## config.mk

```make
export PLATFORM = sky130hd
export DESIGN_NAME = l2_plru
export DESIGN_NICKNAME = d
export VERILOG_FILES = /design/src/design/l2_pkg.sv /design/src/design/l2_plru.sv
export VERILOG_INCLUDE_DIRS = /design/src /design/src/design
export SDC_FILE = /design/constraint.sdc
export NUM_CORES = 1
export LEC_CHECK = 0
export ABC_AREA = 0
export ABC_CLOCK_PERIOD_IN_PS = 7320
export BUFFER_PORTS_ARGS = -buffer_cell sky130_fd_sc_hd__buf_2
export CAP_MARGIN = 40
export CORE_MARGIN = 2
export CORE_UTILIZATION = 38
export CTS_CLUSTER_DIAMETER = 120
export DETAILED_ROUTE_END_ITERATION = 10
export GPL_ROUTABILITY_DRIVEN = 0
export PLACE_DENSITY_LB_ADDON = 0.1
export SLEW_MARGIN = 0
export SYNTH_ARGS = -nofsm -noshare
export SYNTH_HDL_FRONTEND = slang
export SYNTH_SLANG_ARGS = --single-unit
```

## constraint.sdc

```tcl
create_clock -name clk -period 7.32 [get_ports clk]
set_clock_uncertainty 0.05 [all_clocks]
set_input_delay 1.83 -clock clk [delete_from_list [all_inputs] [get_ports clk]]
set_output_delay 1.83 -clock clk [all_outputs]
set_load 0.01 [all_outputs]
```

## src/design/l2_defines.svh

```systemverilog
`ifndef L2_DEFINES_SVH
`define L2_DEFINES_SVH

// cache geometry
`define L2_SETS 16
`define L2_WAYS 4
`define L2_INDEX_W 4
// byte offset inside a line, four 32-bit words
`define L2_OFFSET_W 4
`define L2_TAG_W 24
`define L2_WORDS 4

`endif

```

## src/design/l2_pkg.sv

```systemverilog
`include "l2_defines.svh"

package l2_pkg;

    typedef logic [31:0] l2_addr_t;
    typedef logic [31:0] l2_word_t;
    typedef logic [`L2_WORDS-1:0][31:0] l2_line_t;
    typedef logic [1:0] l2_way_t;

    // who is asking
    typedef enum logic [1:0] {
        SRC_NONE,
        SRC_IREAD,
        SRC_DREAD,
        SRC_DWRITE
    } l2_src_e;

    // maintenance opcodes
    typedef enum logic [1:0] {
        OP_IDX_INV,
        OP_IDX_WB_INV,
        OP_HIT_WB_INV
    } l2_op_e;

    typedef struct packed {
        l2_src_e  src;
        l2_addr_t addr;
        l2_word_t wdata;
    } l2_req_t;

    // index forms take the way from addr[1:0]
    typedef struct packed {
        l2_op_e   op;
        l2_addr_t addr;
    } l2_cop_t;

    typedef enum logic [2:0] {
        ST_IDLE,
        ST_LOOKUP,
        ST_COP,
        ST_CHECK_DIRTY,
        ST_WRITEBACK,
        ST_REFILL_REQ,
        ST_REFILL_WAIT,
        ST_MERGE_WRITE
    } l2_state_e;

endpackage

```

## src/design/l2_plru.sv

```systemverilog
`timescale 1ns/1ps
`include "l2_defines.svh"

module l2_plru
    import l2_pkg::*;
(
    input  logic                   clk,
    input  logic                   rstn,
    input  logic [`L2_INDEX_W-1:0] index,
    input  logic                   use_valid,
    input  l2_way_t                use_way,
    output l2_way_t                victim
);

    // bit 0 root, bit 1 picks in ways 0/1, bit 2 picks in ways 2/3
    logic [`L2_SETS-1:0][2:0] tree;
    logic [2:0]               cur;

    assign cur = tree[index];

    always_ff @(posedge clk or negedge rstn) begin
        if (!rstn) begin
            tree <= '0;
        end else if (use_valid) begin
            // point every bit on the path away from the used way
            tree[index][0] <= ~use_way[1];
            if (use_way[1]) begin
                tree[index][2] <= ~use_way[0];
            end else begin
                tree[index][1] <= ~use_way[0];
            end
        end
    end

    // follow the tree from the root
    assign victim = {cur[0], cur[0] ? cur[2] : cur[1]};

endmodule

```

Word-level counts from Yosys, hierarchy flattened --
Index checks and enable logic that the tools add are counted. Widths: inputs -> output; s select.
Storage, ports and cells: bits in registers 48, input bits 9, output and inout bits 2, logic and storage cells 34
Cells by class: order comparisons 2, mux-type cells 13, bitwise operators 2, reductions and logical operators 1
Operators with widths (number):
- $bwmux 48 | 3
- $mux 48 | 1
- $demux 3 s4 | 3
- $bmux 3 s4 | 1
- $mux 3 | 2
- $lt 4x5->1 const B | 1
- $ge 4x1->1 const B | 1
- $mux 1 | 2
- $mux 2 | 1
- $not 1->1 | 2
- $logic_and 1x1->1 | 1

Logic depth before layout (Yosys ltp) --
word-level depth 7, mapped depth 7, mapped depth without buffers 4

Worst setup path after synthesis --
OpenSTA, ideal clock, no wires.
path kind input to output, start in index[0], end out victim[0], data arrival time 3.110 ns, data required time 5.440 ns, path slack 2.330 ns, stages 6, buffers on the path 2, cell sequence buf_6 -> buf_8 -> mux4_2 -> a22oi_1 -> nand3_1 -> mux2_2
On the way: longest elaborated chain between the ends 3
RTL lines:
- from (decl) | line l2_plru.sv:9 | input logic [`L2_INDEX_W-1:0] index,
- $bmux 3 s4 | line l2_plru.sv:19 | assign cur = tree[index];
- $mux 3 (implied by the code) | line l2_plru.sv:19
- $mux 1 | line l2_plru.sv:36 | assign victim = {cur[0], cur[0] ? cur[2] : cur[1]};
- to (decl) | line l2_plru.sv:12 | output l2_way_t victim
No other way between the ends. The select of a mux whose other input is x is not followed.

Worst setup path in the final report --
Ends and elaborated chain as after synthesis.

==> results by group <==
Clocking
  – Post-CTS setup buffers: 0
  – Resized cells post-CTS: 0
  – Total CTS buffers: 5
  – Root buf cell: clkbuf_8
  – CTS tree: done
  – CTS Sinks: 48
  – Reg clk slew, reported paths: 0.08 ns
  – Htree depth: 2
  – Skew-Pair Late Insertion Delay: 0.30 ns
  – Clk buf depth: 2
  – Hold_buf cts: 0

Yosys
  – Synth cell count leaders: dfrtp_1, nor2_1, clkbuf_1, nand3_1
  – Mean Syn Cell Area: 11.2 um2
  – Most common cell in the synthesized netlist: dfrtp_1
  – Top post-synthesis cells by area: dfrtp_1, mux4_1, mux2_2
  – Post-synth ARST share: 1.00
  – Synth warnings: 0
  – Synth unique cells: 29
  – Yosys top cell by area: dfrtp_1
  – Number of synthesized register bits: 48
  – Share of the synthesized area in the top cell type: 0.480
  – Syn Nets: 233
  – Synthesized cell area: 2500 um2
  – Post-synth EDFFs: 0
  – Dominant synthesized flop cell: dfrtp_1
  – Synthesized instance count: 224
  – Register area share after synthesis: 0.480

Critical path
  – R2R Setup Slk: 6.50 ns
  – Setup CP Type: in -> out
  – Crit-path max FO: 26
  – Crit Reg-Reg Startpoint: tree[45]$_DFFE_PN0P_
  – FF-to-FF End: tree[45]$_DFFE_PN0P_
  – Crit path arrival time: 3.65 ns
  – Data required, critical path: 5.44 ns
  – CP startpoint kind: primary input
  – R2R cell count: 1
  – Worst Setup End Kind: output pin

Power and ir drop
  – Pwr Density: 243 nW/um2
  – Int Power: 0.486 mW
  – Worst IR Drop VDD: 0.0944 mV
  – NetSw: 0.166 mW
  – Comb power frac: 0.168
  – Seq pwr share: 0.511
  – Sw frac: 0.255
  – Clock power frac: 0.320
  – Leakage: 1.30 nW

Detailed routing
  – Final ANT Viol Nets: 0
  – Total routed wirelength: 5400 um
  – Drc violations: 0
  – Iter 0 DRT Violations: 131
  – Drt pass-1 iters: 4
  – Via count: 1685
  – Via/cell ratio: 5.65
  – Wire length per cell after detailed routing: 18.1 um

Hold path
  – WHS Endpoint: tree[24]$_DFFE_PN0P_
  – Worst hold stages: 1
  – Min-delay src: tree[24]$_DFFE_PN0P_
  – Worst min-delay path category: reg -> reg

Cells and area
  – Share of cells above drive strength 1: 0.181
  – Final Cell Area: 2690 um2
  – Top reg by flops: tree
  – Area Overhead vs Synth: 7.45%
  – Final #Nets: 229
  – Largest registers: tree: 48 flops
  – Inserted Diodes: 0
  – Largest register FFs: 48

Global routing
  – First-pass GRT wire length: 9320 um
  – Initial antenna violation count: 0
  – Largest net degree at the start of global routing: 45
  – GRT Residual Overflow: 0
  – Total global routing track utilization: 0.164
  – Vias in the first global route: 1796

Placement
  – DP HPWL: 3760 um
  – Port buffer count: 10
  – Post-DP Area: 2560 um2
  – Dpl ws: 1.80 ns

Flow run
  – Maxcap violations: 0

Timing
  – Slew Limit Headroom: 0.494
  – Final Hold Fails: 0
  – Worst slew pin tran: 0.759 ns
  – Slew Limit Fails: 0
  – PnR worst setup slack: 1.79 ns
  – RSZ-0062 raised after global routing: no
  – Finish-stage setup viols: 0
  – Period utilization: 0.756
  – TNS Setup: 0 ns
  – Min Tclk post-route: 5.53 ns
  – Fmax: 0.181 GHz

Die
  – I/O pins: 11
  – Site row count: 29
  – DIE HEIGHT: 85.1 um
  – Initial core utilization: 0.394
  – Core box area: 6350 um2
  – Chip Width: 85.1 um
  – Die footprint: 7250 um2

Outcome
  – Status: completed
## stage by stage
stage / std cells / total power, mW / util / hold slack [ns]
final: 298 / 0.652 / 0.423 / 0.434
after global routing: 298 / 0.689 / 0.423 / 0.454
after CTS: 298 / 0.661 / 0.423 / 0.438
after detailed placement: 290 / 0.451 / 0.403 / 0.418
after global placement: 289 / 0.445 / 0.400 / 0.402
after floorplan: 224 / 0.413 / - / 0.391
## power by group through the flow
stage	combinational, mW	sequential, mW	clock, mW
floorplan	0.0861	0.327	0
detailed placement	0.112	0.340	0
CTS	0.112	0.334	0.215
global placement	0.105	0.339	0
global route	0.123	0.338	0.228
finish	0.110	0.333	0.209
## area by class of cell
type	count	area, um2
clock buffer	7	96.3
sequential	48	1200
inverter	7	26.3
clock inverter	1	30.0
timing repair buffer	11	70.1
multi-input combinational	147	1170
tap	77	96.3
fill	587	3660
## placed cells by master, fill, tap and decap left out, drive strengths merged
| cell | netlist | final |
|---|---|---|
| dfrtp | 48 | 48 |
| clkbuf | 15 | 7 |
| a21o | 14 | 14 |
| mux4 | 12 | 12 |
| or2 | 2 | 2 |
| nand2b | 3 | 3 |
| mux2 | 14 | 14 |
| buf | 7 | 11 |
| and3 | 1 | 1 |
| nor3b | 2 | 2 |
| nand2 | 13 | 13 |
| or3 | 3 | 3 |
| o31ai | 14 | 14 |
| o21ai | 14 | 14 |
| nor3 | 2 | 2 |
| bufinv | 0 | 1 |
| nor2b | 3 | 3 |
| nand4 | 4 | 4 |
| nor4 | 2 | 2 |
| inv | 7 | 7 |
| and2b | 1 | 1 |
| mux2i | 6 | 6 |
| and3b | 2 | 2 |
| nor2 | 17 | 17 |
| nand3 | 15 | 15 |
| a22oi | 3 | 3 |
## critical path, stage by stage
cell,delay [ns]
buf_2,0.45
mux4_1,0.64
a22oi_1,0.20
nand3_1,0.10
mux2_2,0.28
buf_2,0.14
## worst max-delay path by stage
| stage | start | end | slack [ns] | depth (start not counted) |
|---|---|---|---|---|
| global placement | index[0] | victim[0] | 1.85 | 6 |
| global route | index[0] | victim[0] | 1.66 | 6 |
| floorplan | index[0] | victim[0] | 2.33 | 6 |
| detailed placement | index[0] | victim[0] | 1.80 | 6 |
| finish | index[0] | victim[0] | 1.79 | 6 |
| CTS | index[0] | victim[0] | 1.79 | 6 |
## routing by layer
layer,vias to the layer above,share of wire,wire length (um),GRT usage
met5,-,0,0,0
met4,0,0.010,56,0.0433
met3,6,0.034,183,0.0340
met2,28,0.49,2640,0.270
met1,846,0.47,2520,0.223
li1,805,-,-,-
## cells by family after synthesis
group           share of synthesized area
simple gates                        0.140
flops                               0.480
compound gates                      0.121
mux                                 0.206
buf+inv                            0.0530
Note: power is estimated with default switching activity, not from simulation.
