<file path="config.mk">
export PLATFORM = sky130hd
export DESIGN_NAME = l2_tag_array
export DESIGN_NICKNAME = d
export VERILOG_FILES = /design/src/design/l2_pkg.sv /design/src/design/l2_tag_array.sv
export VERILOG_INCLUDE_DIRS = /design/src /design/src/design
export SDC_FILE = /design/constraint.sdc
export NUM_CORES = 2
export LEC_CHECK = 0
export BUFFER_PORTS_ARGS = -buffer_cell sky130_fd_sc_hd__buf_2
export CAP_MARGIN = 5
export CORE_MARGIN = 2
export CORE_UTILIZATION = 63
export CTS_CLUSTER_SIZE = 20
export DETAILED_ROUTE_END_ITERATION = 12
export PLACE_DENSITY = 0.82
export SLEW_MARGIN = 10
export SYNTH_ARGS = -nofsm -noshare
export SYNTH_HDL_FRONTEND = slang
export SYNTH_SLANG_ARGS = --single-unit
</file>
<file path="constraint.sdc">
create_clock -name clk -period 2.8 [get_ports clk]
set_input_delay 0 -clock clk [delete_from_list [all_inputs] [get_ports clk]]
set_output_delay 0 -clock clk [all_outputs]
set_load 0.02 [all_outputs]
</file>
<file path="src/design/l2_defines.svh">
`ifndef L2_DEFINES_SVH
`define L2_DEFINES_SVH

// cache geometry
`define L2_SETS 16
`define L2_WAYS 4
`define L2_INDEX_W 4
// byte offset inside a line, four 32-bit words
`define L2_OFFSET_W 4
`define L2_TAG_W 24
`define L2_WORDS 4

`endif

</file>
<file path="src/design/l2_pkg.sv">
`include "l2_defines.svh"

package l2_pkg;

    typedef logic [31:0] l2_addr_t;
    typedef logic [31:0] l2_word_t;
    typedef logic [`L2_WORDS-1:0][31:0] l2_line_t;
    typedef logic [1:0] l2_way_t;

    // who is asking
    typedef enum logic [1:0] {
        SRC_NONE,
        SRC_IREAD,
        SRC_DREAD,
        SRC_DWRITE
    } l2_src_e;

    // maintenance opcodes
    typedef enum logic [1:0] {
        OP_IDX_INV,
        OP_IDX_WB_INV,
        OP_HIT_WB_INV
    } l2_op_e;

    typedef struct packed {
        l2_src_e  src;
        l2_addr_t addr;
        l2_word_t wdata;
    } l2_req_t;

    // index forms take the way from addr[1:0]
    typedef struct packed {
        l2_op_e   op;
        l2_addr_t addr;
    } l2_cop_t;

    typedef enum logic [2:0] {
        ST_IDLE,
        ST_LOOKUP,
        ST_COP,
        ST_CHECK_DIRTY,
        ST_WRITEBACK,
        ST_REFILL_REQ,
        ST_REFILL_WAIT,
        ST_MERGE_WRITE
    } l2_state_e;

endpackage

</file>
<file path="src/design/l2_tag_array.sv">
`timescale 1ns/1ps
`include "l2_defines.svh"

module l2_tag_array
    import l2_pkg::*;
(
    input  logic                   clk,
    input  logic                   rstn,
    input  logic [`L2_INDEX_W-1:0] index,
    input  logic [`L2_TAG_W-1:0]   tag,
    input  l2_way_t                sel_way,
    input  logic                   fill,
    input  logic                   set_dirty,
    input  logic                   invalidate,
    output logic [`L2_WAYS-1:0]    hit,
    output logic                   sel_dirty,
    output logic [`L2_TAG_W-1:0]   sel_tag
);

    logic [`L2_TAG_W-1:0]                tag_mem [`L2_SETS][`L2_WAYS];
    logic [`L2_SETS-1:0][`L2_WAYS-1:0]  valid;
    logic [`L2_SETS-1:0][`L2_WAYS-1:0]  dirty;

    ////////////////////
    // storage

    always_ff @(posedge clk) begin
        if (fill) begin
            tag_mem[index][sel_way] <= tag;
        end
    end

    always_ff @(posedge clk or negedge rstn) begin
        if (!rstn) begin
            valid <= '0;
            dirty <= '0;
        end else if (invalidate) begin
            valid[index][sel_way] <= 1'b0;
            dirty[index][sel_way] <= 1'b0;
        end else if (fill) begin
            // fresh line from memory is clean
            valid[index][sel_way] <= 1'b1;
            dirty[index][sel_way] <= 1'b0;
        end else if (set_dirty) begin
            dirty[index][sel_way] <= 1'b1;
        end
    end

    ////////////////////
    // lookup

    always_comb begin
        for (int w = 0; w < `L2_WAYS; w++) begin
            hit[w] = valid[index][w] && (tag_mem[index][w] == tag);
        end
    end

    // tag of the selected way builds the writeback address
    assign sel_dirty = dirty[index][sel_way];
    assign sel_tag   = tag_mem[index][sel_way];

endmodule

</file>
## Word level (Yosys, flattened, before mapping)

Memory sizes are Yosys's and may differ from the RTL's.
Cells that the tools add are included.

- Shift-type cells: 0
- Equal/unequal tests: 4
- Bitwise gates (word level): 6
- Multiply operators: 0
- Order comparisons: 6
- Reduce and logical (&&, ||, !) cells: 9
- Mux-type cells: 22
- Add/subtract/negate cells: 0
- Divide/modulo/power cells: 0

Operator list:

| cell | number |
|---|---|
| $mux 64 | 5 |
| $and 64x64->64 | 2 |
| $or 64x64->64 | 2 |
| $eq 24x24->1 | 4 |
| $mux 96 | 1 |
| $mux 24 | 3 |
| $not 64->64 | 1 |
| $bmux 24 s2 | 1 |
| $demux 24 s2 | 1 |
| $bmux 4 s4 | 2 |
| $demux 4 s4 | 1 |
| $mux 4 | 3 |
| $logic_and 1x1->1 | 7 |
| $lt 4x5->1 const B | 1 |
| $ge 4x1->1 const B | 1 |
| $ge 3x3->1 const B | 1 |
| $lt 2x3->1 const B | 1 |
| $lt 3x1->1 const B | 1 |
| $mux 1 | 3 |
| $not 2->3 | 1 |
| $reduce_bool 3->1 | 1 |
| $bmux 1 s2 | 1 |
| $demux 1 s2 | 1 |
| $ge 2x1->1 const B | 1 |
| $reduce_bool 2->1 | 1 |

- ROM bits: 0
- Memories kept: 1
- Bits in registers: 128
- Latch bits: 0
- RAM bits: 1536
- Output and inout port bits: 29
- Logic and storage cells: 80

Memories:

| memory | words | width | read ports | clocked after Yosys merged registers in | wr ports | line | text |
|---|---|---|---|---|---|---|---|
| tag_mem | 16 | 96 | 1 | 0 | 1 | l2_tag_array.sv:20 | `` logic [`L2_TAG_W-1:0] tag_mem [`L2_SETS][`L2_WAYS]; `` |

## Logic depth before layout (Yosys ltp)

- Word-level depth: 10
- Mapped depth: 14

## Worst setup path after synthesis

No wires, ideal clock.

- Path type: register to output
- Start point: memory tag_mem[7][75] (netlist bit)
- End point: output hit[0]
- Cell stages (with the launch flop): 8
- Arrival time: 2.764 ns
- Buffers on the path: 0
- Setup slack: 0.036 ns
- Required time: 2.800 ns
- Cells stage by stage: edfxtp_1 mux4_2 a221o_1 a221oi_1 a22oi_1 a21boi_0 or4_1 nor4_1

- Longest elaborated chain between the ends: 3

Ends and longest elaborated chain:

| what | line | text |
|---|---|---|
| start, declared | l2_tag_array.sv:20 |  |
| $mem_v2 16x96 | -- |  |
| $eq 24x24->1 | l2_tag_array.sv:54 | `hit[w] = valid[index][w] && (tag_mem[index][w] == tag);` |
| $logic_and 1x1->1 | l2_tag_array.sv:54 |  |
| end, declared | l2_tag_array.sv:15 | `` output logic [`L2_WAYS-1:0] hit, `` |

No other way between the ends.

## Worst setup path in the final report

- Start point: memory tag_mem[8][67] (netlist bit)
- End point: output hit[1]

Same word-level chain as after synthesis.

==> impl_results.md <==
* Status: complete, but fails checks
* Failing checks: negative setup slack
* Area share of the largest cell type after synthesis at 66.33%
* Sw frac at approximately 24%
* DR WL/cell at 39.84 um
* DRC viols at 0
* Num CTS Buffers at 159
* Effective utilization at floorplan at 63.71%
* Post-DP HPWL at ~140000 um
* CP max stage cell: mux4_2
* Crit start category: flip-flop
* DR iter-0 viols at 8524
* RSZ-0062 raised after global routing: true
* Comb power frac at 11.1%
* Yosys cell types at 79
* Max-cap violation count at 0
* Initial antenna violation count at 11
* Layout Area Growth over Synthesis at 20.20%
* CP top delay family: multiplexers
* Share of layout cells above drive strength 1 at between 30% and 40%
* CP cell instances: mux4_2 > mux2i_2 > mux2_2 > xnor2_1 > nand4_1 > or4_4 > nor4_4 > buf_4
* DP Worst Slack at -586.6 ps
* Avg Cell Area, Syn at approximately 18 um2
* Hold Fails Final Rpt at 0
* Clk_lat worst skew at between 700 and 800 ps
* Storage cell area at about 49000 um2
* CORE AREA at 109200 um2
* Internal Dissipation at about 42000 uW
* Root Driver: clkbuf_16
* Final setup TNS at -7917 ps
* H-tree depth at 4
* Largest net degree at the start of global routing at 70
* Clock slew at reported path FFs at about 60 ps
* Setup crit end kind: primary output
* Worst Reg-to-Reg Cells at 3
* Setup ws final at -915.7 ps
* Launch point of the worst hold path: tag[1]
* Worst Hold Class: primary input to flip-flop
* Crit path DAT at 3720 ps
* # port buffers at 63
* Critical path buffer and inverter count at 1
* CP required at between 2000 and 3000 ps
* CP peak stage delay at 600 ps
* Asr flop ratio synth at under 10%
* Tmin final at between 3000 and 4000 ps
* Final wirelength at around 240000 um
* Boundary Pins at 64
* Post-synthesis register bit count at about 1700
* Largest cells by area after synthesis: edfxtp_1 (66%), mux4_2 (12%), dfrtp_1 (4.6%)
* Vias at roughly 45000
* Syn nets at between 3000 and 4000
* Post-synth top flop: edfxtp_1
* R2R setup slack at ~1900 ps
* Setup Skew at 0 ps
* Largest reg by FF count: tag_mem
* Fmax at roughly 0.27 GHz
* Hold Crit Depth at 2
* CTS sink cnt at between 1500 and 2000
* CTS tree: yes
* Worst slew margin at a little under two fifths
* Kind of critical path: flip-flop to primary output
* Crit. Startpoint: tag_mem[8][67]$_DFFE_PP_
* Num rows at ~120
* Area leader, netlist: edfxtp_1
* Seq/Total Area, Yosys at 70.93%
* First-pass GRT wire length at 328100 um
* Period utilisation layout at 132.7%
* Sequential power share at between 50% and 60%
* Max Slew Vio Count at 0
* EDFF count, synth at roughly 1500
* Total die area at between 100000 and 150000 um2
* IR drop worst, VDD at between 700 and 800 uV
* P_sw at 13600 uW
* Top flop regs: tag_mem x1536
* Die height at around 340 um
* Worst Tran Pin Value at roughly 940 ps
* Yosys warning count at 0
* Die Wd at 336.2 um
* Leakage at between 0.02 and 0.03 uW
* Syn Inst Count at 3762
* Number of setup violations in the final report at 28
* Commonest non-fill, non-tap cells in the layout: edfxtp_1 (1536), buf_4 (515), mux4_2 (360)
* Placer congestion estimate at a little over 1
* Clock Power Share at about two fifths
* Nets at roughly 4500
* Total grt overflow at 0
* PwrDens at between 600 and 700 nW/um2
* Max FFs per register at approximately 1500
* Syn Std Cell Area at ~70000 um2
* Clk buf depth at 3
* Via-to-Cell Ratio at between 7 and 8
* Filler cells at ~5600
* GRT Overall Usage at around 42%
* CP Max Fanout at 2
* Most common cell after layout, fill and taps aside: edfxtp_1
* Drt pass-1 iters at 9
* Hold Crit Endpoint: tag_mem[3][73]$_DFFE_PP_
* Multi-input combinational cell area at approximately 20000 um2
* Post-route ant nets at 0
* Vias in the first global route at between 40000 and 50000
[Yosys cell counts, drive strengths merged, types with 11 or more instances]
master / count
buf: 155
nand2: 132
a22oi: 73
xor2: 18
a221oi: 30
and2: 70
nor3: 38
clkbuf: 89
mux4: 365
nor2: 114
nand3: 22
mux2: 41
a31oi: 14
o21ai: 72
mux2i: 296
nor2b: 24
a211oi: 27
o22ai: 29
o211ai: 11
edfxtp: 1536
a2bb2oi: 66
inv: 24
a21oi: 185
dfrtp: 128
xnor2: 77
[how the worst max path moves through the flow]
stage | end | cells after the start | slack [ps]
after floorplan | hit[0] | 7 | 40
after global placement | hit[0] | 14 | -510
after detailed placement | hit[0] | 14 | -590
after CTS | hit[1] | 8 | -820
after global routing | hit[0] | 10 | -910
final | hit[1] | 8 | -920
[power groups by stage]
| stage | logic [uW] | clock network, uW | registers, uW |
|---|---|---|---|
| 2_1_floorplan | 2710 | 0 | 28300 |
| 3_3_place_gp | 5210 | 0 | 28400 |
| 3_5_place_dp | 5320 | 0 | 28400 |
| 4_1_cts | 5760 | 21400 | 27900 |
| 5_1_grt | 6270 | 22400 | 27900 |
| 6_report | 6190 | 21600 | 27900 |
[layout make-up]
cell class                 instances  area share, %
clock inverter                    82         0.9595
antenna                            5        0.01497
multi-input combinational       1826          23.71
clock buffer                     207          5.137
timing repair buffer             753          8.827
inverter                          28         0.1302
tap                             1476          2.209
sequential                      1664          59.01
[cells by family (layout without fill, tap and decap cells)]
family | Yosys count | after routing | share of synthesized area [%]
flops | 1664 | 1664 | 70.93
compound gates | 579 | 579 | 5.574
simple gates | 450 | 450 | 3.116
xor+xnor | 95 | 95 | 1.196
mux | 702 | 702 | 16.80
buf+inv | 272 | 1070 | 2.377
other cells | 0 | 5 | 0
[metal layers]
layer | wire [um] | vias up | GRT usage, %
li1 | - | 16720 | -
met1 | 76650 | 22424 | 55.70
met2 | 105700 | 4740 | 61.98
met3 | 39550 | 1013 | 14.72
met4 | 18720 | 6 | 24.90
met5 | 39 | - | 0
[metrics by stage]
| step | hold slack [ps] | util (%) | cells | cell area, um2 | total power [uW] |
|---|---|---|---|---|---|
| 3_3_place_gp | 149.1 | 70.15 | 5714 | 76570 | 33590 |
| 3_5_place_dp | 147.2 | 70.15 | 5714 | 76570 | 33730 |
| 4_1_cts | 11.20 | 76.15 | 6040 | 83120 | 55080 |
| 5_1_grt | 33.45 | 76.57 | 6037 | 83580 | 56630 |
| 2_1_floorplan | -295.6 | - | 3762 | 69540 | 31040 |
| 6_report | 65.87 | 76.58 | 6041 | 83590 | 55750 |
[repair_timing]
action	CTS	global route
hold buffers	36	0
endpoints found under the hold margin	943	0
gates cloned	0	0
pin swaps	36	46
gates resized for setup	262	131
buffers inserted	14	10
endpoints found under the setup margin	29	29
(Power assumes the default switching activity.)
