$ cat src/design/l2_defines.svh
`ifndef L2_DEFINES_SVH
`define L2_DEFINES_SVH

// cache geometry
`define L2_SETS 16
`define L2_WAYS 4
`define L2_INDEX_W 4
// byte offset inside a line, four 32-bit words
`define L2_OFFSET_W 4
`define L2_TAG_W 24
`define L2_WORDS 4

`endif

$ cat src/design/l2_pkg.sv
`include "l2_defines.svh"

package l2_pkg;

    typedef logic [31:0] l2_addr_t;
    typedef logic [31:0] l2_word_t;
    typedef logic [`L2_WORDS-1:0][31:0] l2_line_t;
    typedef logic [1:0] l2_way_t;

    // who is asking
    typedef enum logic [1:0] {
        SRC_NONE,
        SRC_IREAD,
        SRC_DREAD,
        SRC_DWRITE
    } l2_src_e;

    // maintenance opcodes
    typedef enum logic [1:0] {
        OP_IDX_INV,
        OP_IDX_WB_INV,
        OP_HIT_WB_INV
    } l2_op_e;

    typedef struct packed {
        l2_src_e  src;
        l2_addr_t addr;
        l2_word_t wdata;
    } l2_req_t;

    // index forms take the way from addr[1:0]
    typedef struct packed {
        l2_op_e   op;
        l2_addr_t addr;
    } l2_cop_t;

    typedef enum logic [2:0] {
        ST_IDLE,
        ST_LOOKUP,
        ST_COP,
        ST_CHECK_DIRTY,
        ST_WRITEBACK,
        ST_REFILL_REQ,
        ST_REFILL_WAIT,
        ST_MERGE_WRITE
    } l2_state_e;

endpackage

$ cat src/design/l2_ctrl.sv
`timescale 1ns/1ps
`include "l2_defines.svh"

module l2_ctrl
    import l2_pkg::*;
(
    input  logic                   clk,
    input  logic                   rstn,
    input  l2_req_t                req,
    input  logic                   cop_valid,
    input  l2_cop_t                cop,
    output logic                   i_addr_ok,
    output logic                   i_data_ok,
    output logic                   d_addr_ok,
    output logic                   d_data_ok,
    output l2_word_t               rdata,
    output logic                   mem_req_w,
    output logic                   mem_req_r,
    output logic                   mem_rdy,
    output l2_addr_t               mem_addr,
    output l2_line_t               mem_wline,
    input  logic                   mem_addr_ok_w,
    input  logic                   mem_addr_ok_r,
    input  logic                   mem_data_ok,
    input  l2_line_t               mem_rline,
    // lookup, shared by tag array and plru
    output logic [`L2_INDEX_W-1:0] lk_index,
    output logic [`L2_TAG_W-1:0]   lk_tag,
    // tag array
    output l2_way_t                sel_way,
    output logic                   tag_fill,
    output logic                   tag_set_dirty,
    output logic                   tag_inval,
    input  logic [`L2_WAYS-1:0]    hit,
    input  logic                   sel_dirty,
    input  logic [`L2_TAG_W-1:0]   sel_tag,
    // plru
    output logic                   use_valid,
    output l2_way_t                use_way,
    input  l2_way_t                victim,
    // data array
    output l2_way_t                dat_way,
    output logic [1:0]             word_sel,
    output logic                   word_we,
    output l2_word_t               wdata,
    output logic                   line_we,
    output l2_line_t               wline,
    input  l2_line_t               rline
);

    l2_state_e state;
    l2_state_e next_state;
    l2_req_t   req_buf;
    l2_cop_t   cop_buf;
    logic      cop_mode;
    logic      chk_done;
    l2_way_t   chk_way;
    l2_way_t   hit_way;
    l2_way_t   hit_enc;
    l2_way_t   cop_way;
    l2_addr_t  cur_addr;
    logic      any_hit;
    logic      is_write;

    // lowest set bit wins
    function automatic l2_way_t onehot_to_way(input logic [`L2_WAYS-1:0] vec);
        l2_way_t w;
        w = '0;
        for (int i = `L2_WAYS - 1; i >= 0; i--) begin
            if (vec[i]) begin
                w = l2_way_t'(i);
            end
        end
        return w;
    endfunction

    ////////////////////
    // address split

    assign cur_addr  = cop_mode ? cop_buf.addr : req_buf.addr;
    assign lk_index  = cur_addr[`L2_OFFSET_W +: `L2_INDEX_W];
    assign lk_tag    = cur_addr[31 -: `L2_TAG_W];
    assign word_sel  = cur_addr[`L2_OFFSET_W-1:2];
    assign cop_way   = cop_buf.addr[1:0];
    assign any_hit   = |hit;
    assign hit_enc   = onehot_to_way(hit);
    assign is_write  = (req_buf.src == SRC_DWRITE);

    // one way select serves all three storage blocks
    always_comb begin
        case (state)
            ST_LOOKUP: sel_way = hit_enc;
            ST_COP:    sel_way = cop_way;
            default:   sel_way = chk_way;
        endcase
    end

    assign dat_way   = sel_way;
    assign use_way   = sel_way;
    assign wdata     = req_buf.wdata;
    assign wline     = mem_rline;
    assign mem_wline = rline;
    assign rdata     = (state == ST_REFILL_WAIT) ? mem_rline[word_sel] : rline[word_sel];

    // victim tag on writeback, request tag on refill
    assign mem_addr = (state == ST_WRITEBACK) ?
                      {sel_tag, lk_index, {`L2_OFFSET_W{1'b0}}} :
                      {lk_tag, lk_index, {`L2_OFFSET_W{1'b0}}};

    ////////////////////
    // registers

    always_ff @(posedge clk or negedge rstn) begin
        if (!rstn) begin
            state    <= ST_IDLE;
            cop_mode <= 1'b0;
            chk_done <= 1'b0;
        end else begin
            state <= next_state;
            if (state == ST_IDLE) begin
                cop_mode <= cop_valid;
            end
            // check takes exactly two cycles
            if (state == ST_CHECK_DIRTY) begin
                chk_done <= ~chk_done;
            end
        end
    end

    always_ff @(posedge clk) begin
        if (state == ST_IDLE) begin
            if (cop_valid) begin
                cop_buf <= cop;
            end else if (req.src != SRC_NONE) begin
                req_buf <= req;
            end
        end
        if (state == ST_COP) begin
            hit_way <= hit_enc;
        end
        // first check cycle registers the way to inspect
        if (state == ST_CHECK_DIRTY && !chk_done) begin
            if (!cop_mode) begin
                chk_way <= victim;
            end else if (cop_buf.op == OP_IDX_WB_INV) begin
                chk_way <= cop_way;
            end else begin
                chk_way <= hit_way;
            end
        end
    end

    ////////////////////
    // FSM

    always_comb begin
        next_state    = state;
        i_addr_ok     = 1'b0;
        d_addr_ok     = 1'b0;
        i_data_ok     = 1'b0;
        d_data_ok     = 1'b0;
        mem_req_w     = 1'b0;
        mem_req_r     = 1'b0;
        mem_rdy       = 1'b0;
        tag_fill      = 1'b0;
        tag_set_dirty = 1'b0;
        tag_inval     = 1'b0;
        use_valid     = 1'b0;
        word_we       = 1'b0;
        line_we       = 1'b0;
        case (state)
            ST_IDLE: begin
                // maintenance wins over a pending request
                if (cop_valid) begin
                    next_state = ST_COP;
                end else if (req.src != SRC_NONE) begin
                    next_state = ST_LOOKUP;
                    i_addr_ok  = (req.src == SRC_IREAD);
                    d_addr_ok  = (req.src != SRC_IREAD);
                end
            end
            ST_LOOKUP: begin
                if (any_hit) begin
                    next_state = ST_IDLE;
                    use_valid  = 1'b1;
                    if (is_write) begin
                        word_we       = 1'b1;
                        tag_set_dirty = 1'b1;
                    end else begin
                        i_data_ok = (req_buf.src == SRC_IREAD);
                        d_data_ok = (req_buf.src == SRC_DREAD);
                    end
                end else begin
                    next_state = ST_CHECK_DIRTY;
                end
            end
            ST_COP: begin
                case (cop_buf.op)
                    OP_IDX_INV: begin
                        // dropped without writeback
                        tag_inval  = 1'b1;
                        next_state = ST_IDLE;
                    end
                    OP_IDX_WB_INV: next_state = ST_CHECK_DIRTY;
                    OP_HIT_WB_INV: next_state = any_hit ? ST_CHECK_DIRTY : ST_IDLE;
                    default:       next_state = ST_IDLE;
                endcase
            end
            ST_CHECK_DIRTY: begin
                if (chk_done) begin
                    if (sel_dirty) begin
                        next_state = ST_WRITEBACK;
                    end else if (cop_mode) begin
                        tag_inval  = 1'b1;
                        next_state = ST_IDLE;
                    end else begin
                        next_state = ST_REFILL_REQ;
                    end
                end
            end
            ST_WRITEBACK: begin
                mem_req_w = 1'b1;
                if (mem_addr_ok_w) begin
                    if (cop_mode) begin
                        tag_inval  = 1'b1;
                        next_state = ST_IDLE;
                    end else begin
                        next_state = ST_REFILL_REQ;
                    end
                end
            end
            ST_REFILL_REQ: begin
                mem_req_r = 1'b1;
                if (mem_addr_ok_r) begin
                    next_state = ST_REFILL_WAIT;
                end
            end
            ST_REFILL_WAIT: begin
                mem_rdy = 1'b1;
                if (mem_data_ok) begin
                    line_we   = 1'b1;
                    tag_fill  = 1'b1;
                    use_valid = 1'b1;
                    if (is_write) begin
                        next_state = ST_MERGE_WRITE;
                    end else begin
                        i_data_ok  = (req_buf.src == SRC_IREAD);
                        d_data_ok  = (req_buf.src == SRC_DREAD);
                        next_state = ST_IDLE;
                    end
                end
            end
            ST_MERGE_WRITE: begin
                // store word lands on top of the refilled line
                word_we       = 1'b1;
                tag_set_dirty = 1'b1;
                next_state    = ST_IDLE;
            end
            default: next_state = ST_IDLE;
        endcase
    end

endmodule

$ cat config.mk
export PLATFORM = sky130hd
export DESIGN_NAME = l2_ctrl
export DESIGN_NICKNAME = d
export VERILOG_FILES = /design/src/design/l2_pkg.sv /design/src/design/l2_ctrl.sv
export VERILOG_INCLUDE_DIRS = /design/src /design/src/design
export SDC_FILE = /design/constraint.sdc
export NUM_CORES = 1
export LEC_CHECK = 0
export BUFFER_PORTS_ARGS = -buffer_cell sky130_fd_sc_hd__buf_4
export CORE_AREA = 10 10 301 303
export CTS_CLUSTER_DIAMETER = 150
export DETAILED_ROUTE_END_ITERATION = 12
export DIE_AREA = 0 0 311 313
export SLEW_MARGIN = 10
export SYNTH_ARGS = -nofsm -noshare
export SYNTH_HDL_FRONTEND = slang
export SYNTH_SLANG_ARGS = --single-unit
$ cat constraint.sdc
create_clock -name clk -period 4.5 [get_ports clk]
set_input_delay 0.9 -clock clk [delete_from_list [all_inputs] [get_ports clk]]
set_output_delay 0.9 -clock clk [all_outputs]
set_load 0.02 [all_outputs]
== Yosys cells after proc, flatten, opt, wreduce, memory -nomap -nowiden ==
Cells that the tools add are included.

* Register bits: 109

* Magnitude comparators: 1
* Equal/unequal tests: 19
* Muxes and demuxes: 57
* Bitwise operators: 2
* Reductions and logical operators: 9

{| class="wikitable"
|+ Operators by type and width
! operator !! number
|-
| $mux W32 || 5
|-
| $bmux W32 S2 || 2
|-
| $mux W3 || 9
|-
| $mux W1 || 25
|-
| $pmux W3 S8 || 1
|-
| $mux W2 || 8
|-
| $eq A3 B3 Y1 const B || 4
|-
| $ne A2 B2 Y1 const B || 4
|-
| $pmux W1 S2 || 4
|-
| $pmux W2 S2 || 2
|-
| $eq A2 B1 Y1 const B || 3
|-
| $eq A2 B2 Y1 const B || 3
|-
| $eq A3 B2 Y1 const B || 2
|-
| $reduce_and A5 Y1 || 1
|-
| $reduce_or A4 Y1 || 1
|-
| $eq A3 B1 Y1 const B || 1
|-
| $logic_not A3 Y1 || 1
|-
| $lt A2 B3 Y1 const B || 1
|-
| $ne A3 B2 Y1 const B || 1
|-
| $pmux W1 S3 || 1
|-
| $reduce_and A3 Y1 || 1
|-
| $logic_not A2 Y1 || 1
|-
| $ne A2 B1 Y1 const B || 1
|-
| $not A1 Y1 || 2
|-
| other kinds (4) || 4
|}

== Logic depth before layout (Yosys ltp) ==
* Depth in word-level cells: 5
* Gate-level depth with buffers: 7
* Depth with buffers taken out: 6

== Least setup slack after synthesis ==
No wires, ideal clock.

* Path kind: input port to flip-flop
* Start point: input cop_valid
* End point: register req_buf[34] in the netlist's numbering (enable)
* Setup time: 0.488 ns
* Arrival: 3.748 ns
* Required time: 4.012 ns
* Slack: 0.264 ns
* Stages: 2
* Path through: nand2b_1 > nor2_1

* Longest elaborated chain between the ends: 2

{| class="wikitable"
|+ RTL lines
! item !! line !! source
|-
| start, declared || l2_ctrl.sv:10 || <nowiki>input logic cop_valid,</nowiki>
|-
| $not A1 Y1 (no line) || - ||
|-
| $reduce_and A3 Y1 (no line) || - ||
|-
| end signal, assigned || l2_ctrl.sv:135 || <nowiki>req_buf <= req;</nowiki>
|-
| end, declared || l2_ctrl.sv:53 || <nowiki>l2_req_t req_buf;</nowiki>
|}

Every way passes these cells.
A chain may end at the register's enable or synchronous reset.

== Worst setup path in the final report ==
* Start point: register cop_mode
* End point: output rdata[1]

* Longest elaborated chain between the ends: 4

{| class="wikitable"
|+ RTL lines
! item !! line !! source
|-
| start, declared || l2_ctrl.sv:55 || <nowiki>logic cop_mode;</nowiki>
|-
| start signal, assigned || l2_ctrl.sv:121 || <nowiki>cop_mode <= cop_valid;</nowiki>
|-
| $mux W32 * || l2_ctrl.sv:80 || <nowiki>assign cur_addr = cop_mode ? cop_buf.addr : req_buf.addr;</nowiki>
|-
| $bmux W32 S2 || l2_ctrl.sv:103 || <nowiki>assign rdata = (state == ST_REFILL_WAIT) ? mem_rline[word_sel] : rline[word_sel];</nowiki>
|-
| $mux W32 (not written as such) || l2_ctrl.sv:103 ||
|-
| $mux W32 * || l2_ctrl.sv:103 ||
|-
| end, declared || l2_ctrl.sv:16 || <nowiki>output l2_word_t rdata,</nowiki>
|}

Every way passes the cells marked *; elsewhere a longest branch is shown, timed or not. The select of a mux whose other input is x is not followed.

==> reports/results.txt <==
Wire per inst - 26.0 µm
Post-Synthesis Cells - 1048
Area of the core - 84600 µm²
H-tree Lvls - 3
Power per Cell Area - 494 nW/µm²
Post_cts resized - 0
CTS tree - yes
Worst path required time - 3.60 ns
Distinct cells, synth - 46
Leading post-synthesis cells by cell area - edfxtp_1, buf_4, mux2i_1
Crit Path Max Fanout - 45
Final ANT Viol Nets - 0
Worst-Skew Late Latency - 0.36 ns
Area of the multi-input gates - 4060 µm²
XOR/XNOR Fraction of Synth Area - 0.0883%
Fin cells - 2640
Tcrit/Tclk final - 87.8%
Antenna violations before repair - 12
Final WS setup - 0.547 ns
Largest net degree at the start of global routing - 71
TritonRoute pass-1 iters - 5
Die Span X - 311 µm
GRT Util Overall - 13.1%
Main combinational cell family by area after synthesis - buffers and inverters
Clk slew on worst S/H paths - 0.07 ns
Top cell type by total area after synthesis - edfxtp_1
Asr flop ratio synth - 4.67%
Share of layout cells above drive strength 1 - 58.9%
Pre-CTS WS - 0.750 ns
Number of global-route vias before repair - 10200
Layout Nets - 1886
# IOs - 794
Setup crit start kind - flip-flop
Synthesized area - 9910 µm²
Setup violators final - 0
Synth-to-Final Area Change - 52.4%
CTS Buf Count - 9
Reg area - 3190 µm²
Rows - 107
Root buffer cell - clkbuf_16
#FFs+latches synth - 107
Yosys warnings - 0
DR vias - 9821
RSZ-0062 raised after global routing - false
Synth top area share - 30.9%
Post-CTS setup buffers - 0
Max Slew Vio Count - 0
Register area share after synthesis - 32.2%
Fin Clk Skew - 0.00700 ns
Pleak - 6.74 nW
Least-Margin Pin Slew - 1.03 ns
Post-synth EDFFs - 102
Hold Crit Class - input pin to asynchronous set/reset pin
WL final - 68700 µm
Starting Density - 11.7%
Die ar. - 97300 µm²
Post-layout util - 17.9%
Compound-Gate Fraction of Synth Area - 16.2%
Max IR drop VDD - 0.327 mV
Post-CTS Hold Buffers - 0
Slew HR - 30.4%
Post-Syn Area per Cell - 9.46 µm²
Final TNS setup - 0 ns
DP HPWL - 60100 µm
Worst setup EP type - output port
Buffers on Ports - 787
Final Hold Viols - 0
Status - finished clean
Clock sinks - 107
Arrival time worst endpoint - 3.05 ns
Post-route DRC - 0
Synth Flop Type - edfxtp_1
1st-iter DRT viols - 545
Post-synthesis adder-cell area fraction - 0.379%
Max cap viols - 0
Mux cell area share after synthesis - 16.3%
RePlAce Congestion - 0.915
Grt ovf - 0
Min cycle time layout - 3.95 ns
Die height - 313 µm
Vias per cell - 3.72
Fillers - 9538
First-pass GRT wire length - 90100 µm
Placed Instances - 2623
Worst Setup Path Type - flip-flop to output port
Peak Freq - 253 MHz
Clock Path Buffers - 2
Simple-gate share of the synthesized area - 7.42%
==> worst paths after layout <==
kind	end	slack, ns	depth (start not counted)	startpoint
max in group asynchronous	cop_mode	4.04	1	rstn
min in group clk	chk_done	0.51	1	chk_done
hold reg to reg	chk_done	0.51	1	chk_done
setup reg to reg	state[0]	1.92	5	cop_mode
hold / removal	chk_done	0.33	1	rstn
setup / recovery	rdata[1]	0.55	6	cop_mode
==> cell usage after synthesis, types with 2 or more instances <==
master / count
edfxtp_1: 102
buf_1: 4
mux2_2: 54
o211ai_1: 32
clkbuf_1: 31
a22o_1: 35
nor2b_1: 2
buf_4: 307
a32o_1: 2
o21ai_0: 37
a31oi_1: 2
nor4_1: 3
nor3_1: 3
buf_6: 11
o31ai_1: 2
buf_2: 21
nand2b_1: 3
and2_1: 5
a22oi_1: 4
nor2_1: 138
a21oi_1: 37
inv_1: 12
o221ai_1: 33
nand2_1: 6
mux2i_1: 101
o22a_1: 32
nor3b_1: 3
nand4b_1: 2
ha_1: 3
dfrtp_1: 5
==> per-layer routing <==
layer / up-vias / track usage, % / share of wire, % / wire, µm
li1: 4356 / - / - / -
met1: 4777 / 15.2 / 40 / 27700
met2: 616 / 23.7 / 50 / 34600
met3: 64 / 4.02 / 7.9 / 5410
met4: 8 / 2.11 / 1.4 / 931
met5: - / 0 / 0.073 / 50
==> cell type report <==
| class | instances | area share, % |
|---|---|---|
| Timing Repair Buffer | 802 | 40.1 |
| Multi-Input combinational cell | 557 | 26.9 |
| Sequential cell | 107 | 21.1 |
| Tap cell | 1144 | 9.48 |
| Clock buffer | 11 | 1.54 |
| Clock inverter | 5 | 0.514 |
| Inverter | 13 | 0.323 |
| Antenna cell | 1 | 0.0166 |
==> cells in the final DEF, fill, tap and decap left out, types with 6 or more instances in the layout <==
master,netlist,routed
mux2i_1,101,99
inv_1,12,9
o221ai_1,33,33
clkbuf_16,0,9
buf_4,307,799
edfxtp_1,102,102
a21oi_1,37,37
o211ai_1,32,32
o21ai_0,37,37
nand2_1,6,6
nor2_1,138,137
a22o_1,35,35
o22a_1,32,32
mux2_2,54,54
==> flip-flops by register name (all words and copies together), names as in the netlist <==
| register | cells |
|---|---|
| cop_buf | 34 |
| req_buf | 32 |
| wdata | 32 |
| state | 3 |
| chk_way | 2 |
| hit_way | 2 |
| chk_done | 1 |
| cop_mode | 1 |
==> critical path, cell delays in order, from the launching register on <==
cell and delay [ns]:
dfrtp_4 0.74, mux2i_4 0.36, buf_12 0.29, mux2i_1 0.48, mux2i_1 0.16, a22o_1 0.27, buf_4 0.18
==> power breakdown <==
| group | leakage [nW] | switching (mW) | internal (mW) |
|---|---|---|---|
| Clock | 0.150 | 0.366 | 0.487 |
| Combinational | 5.59 | 3.00 | 2.10 |
| Sequential | 0.997 | 0.185 | 1.32 |
==> stage by stage <==
step                      hold WS [ns]  area, µm²  power [mW]
after floorplan                  0.464       9930        4.66
after global placement           0.502      14800        6.67
after detailed placement         0.506      14800        6.69
after CTS                        0.305      15100        7.57
after global routing             0.320      15100        7.87
final                            0.334      15100        7.46
==> cells by family after synthesis <==
kind of cell	Yosys count
flops	107
xor+xnor	1
compound gates	221
fa+ha+maj	3
simple gates	173
buf+inv	387
mux	155
other cells	1
Power figures use the tool's default switching activity.
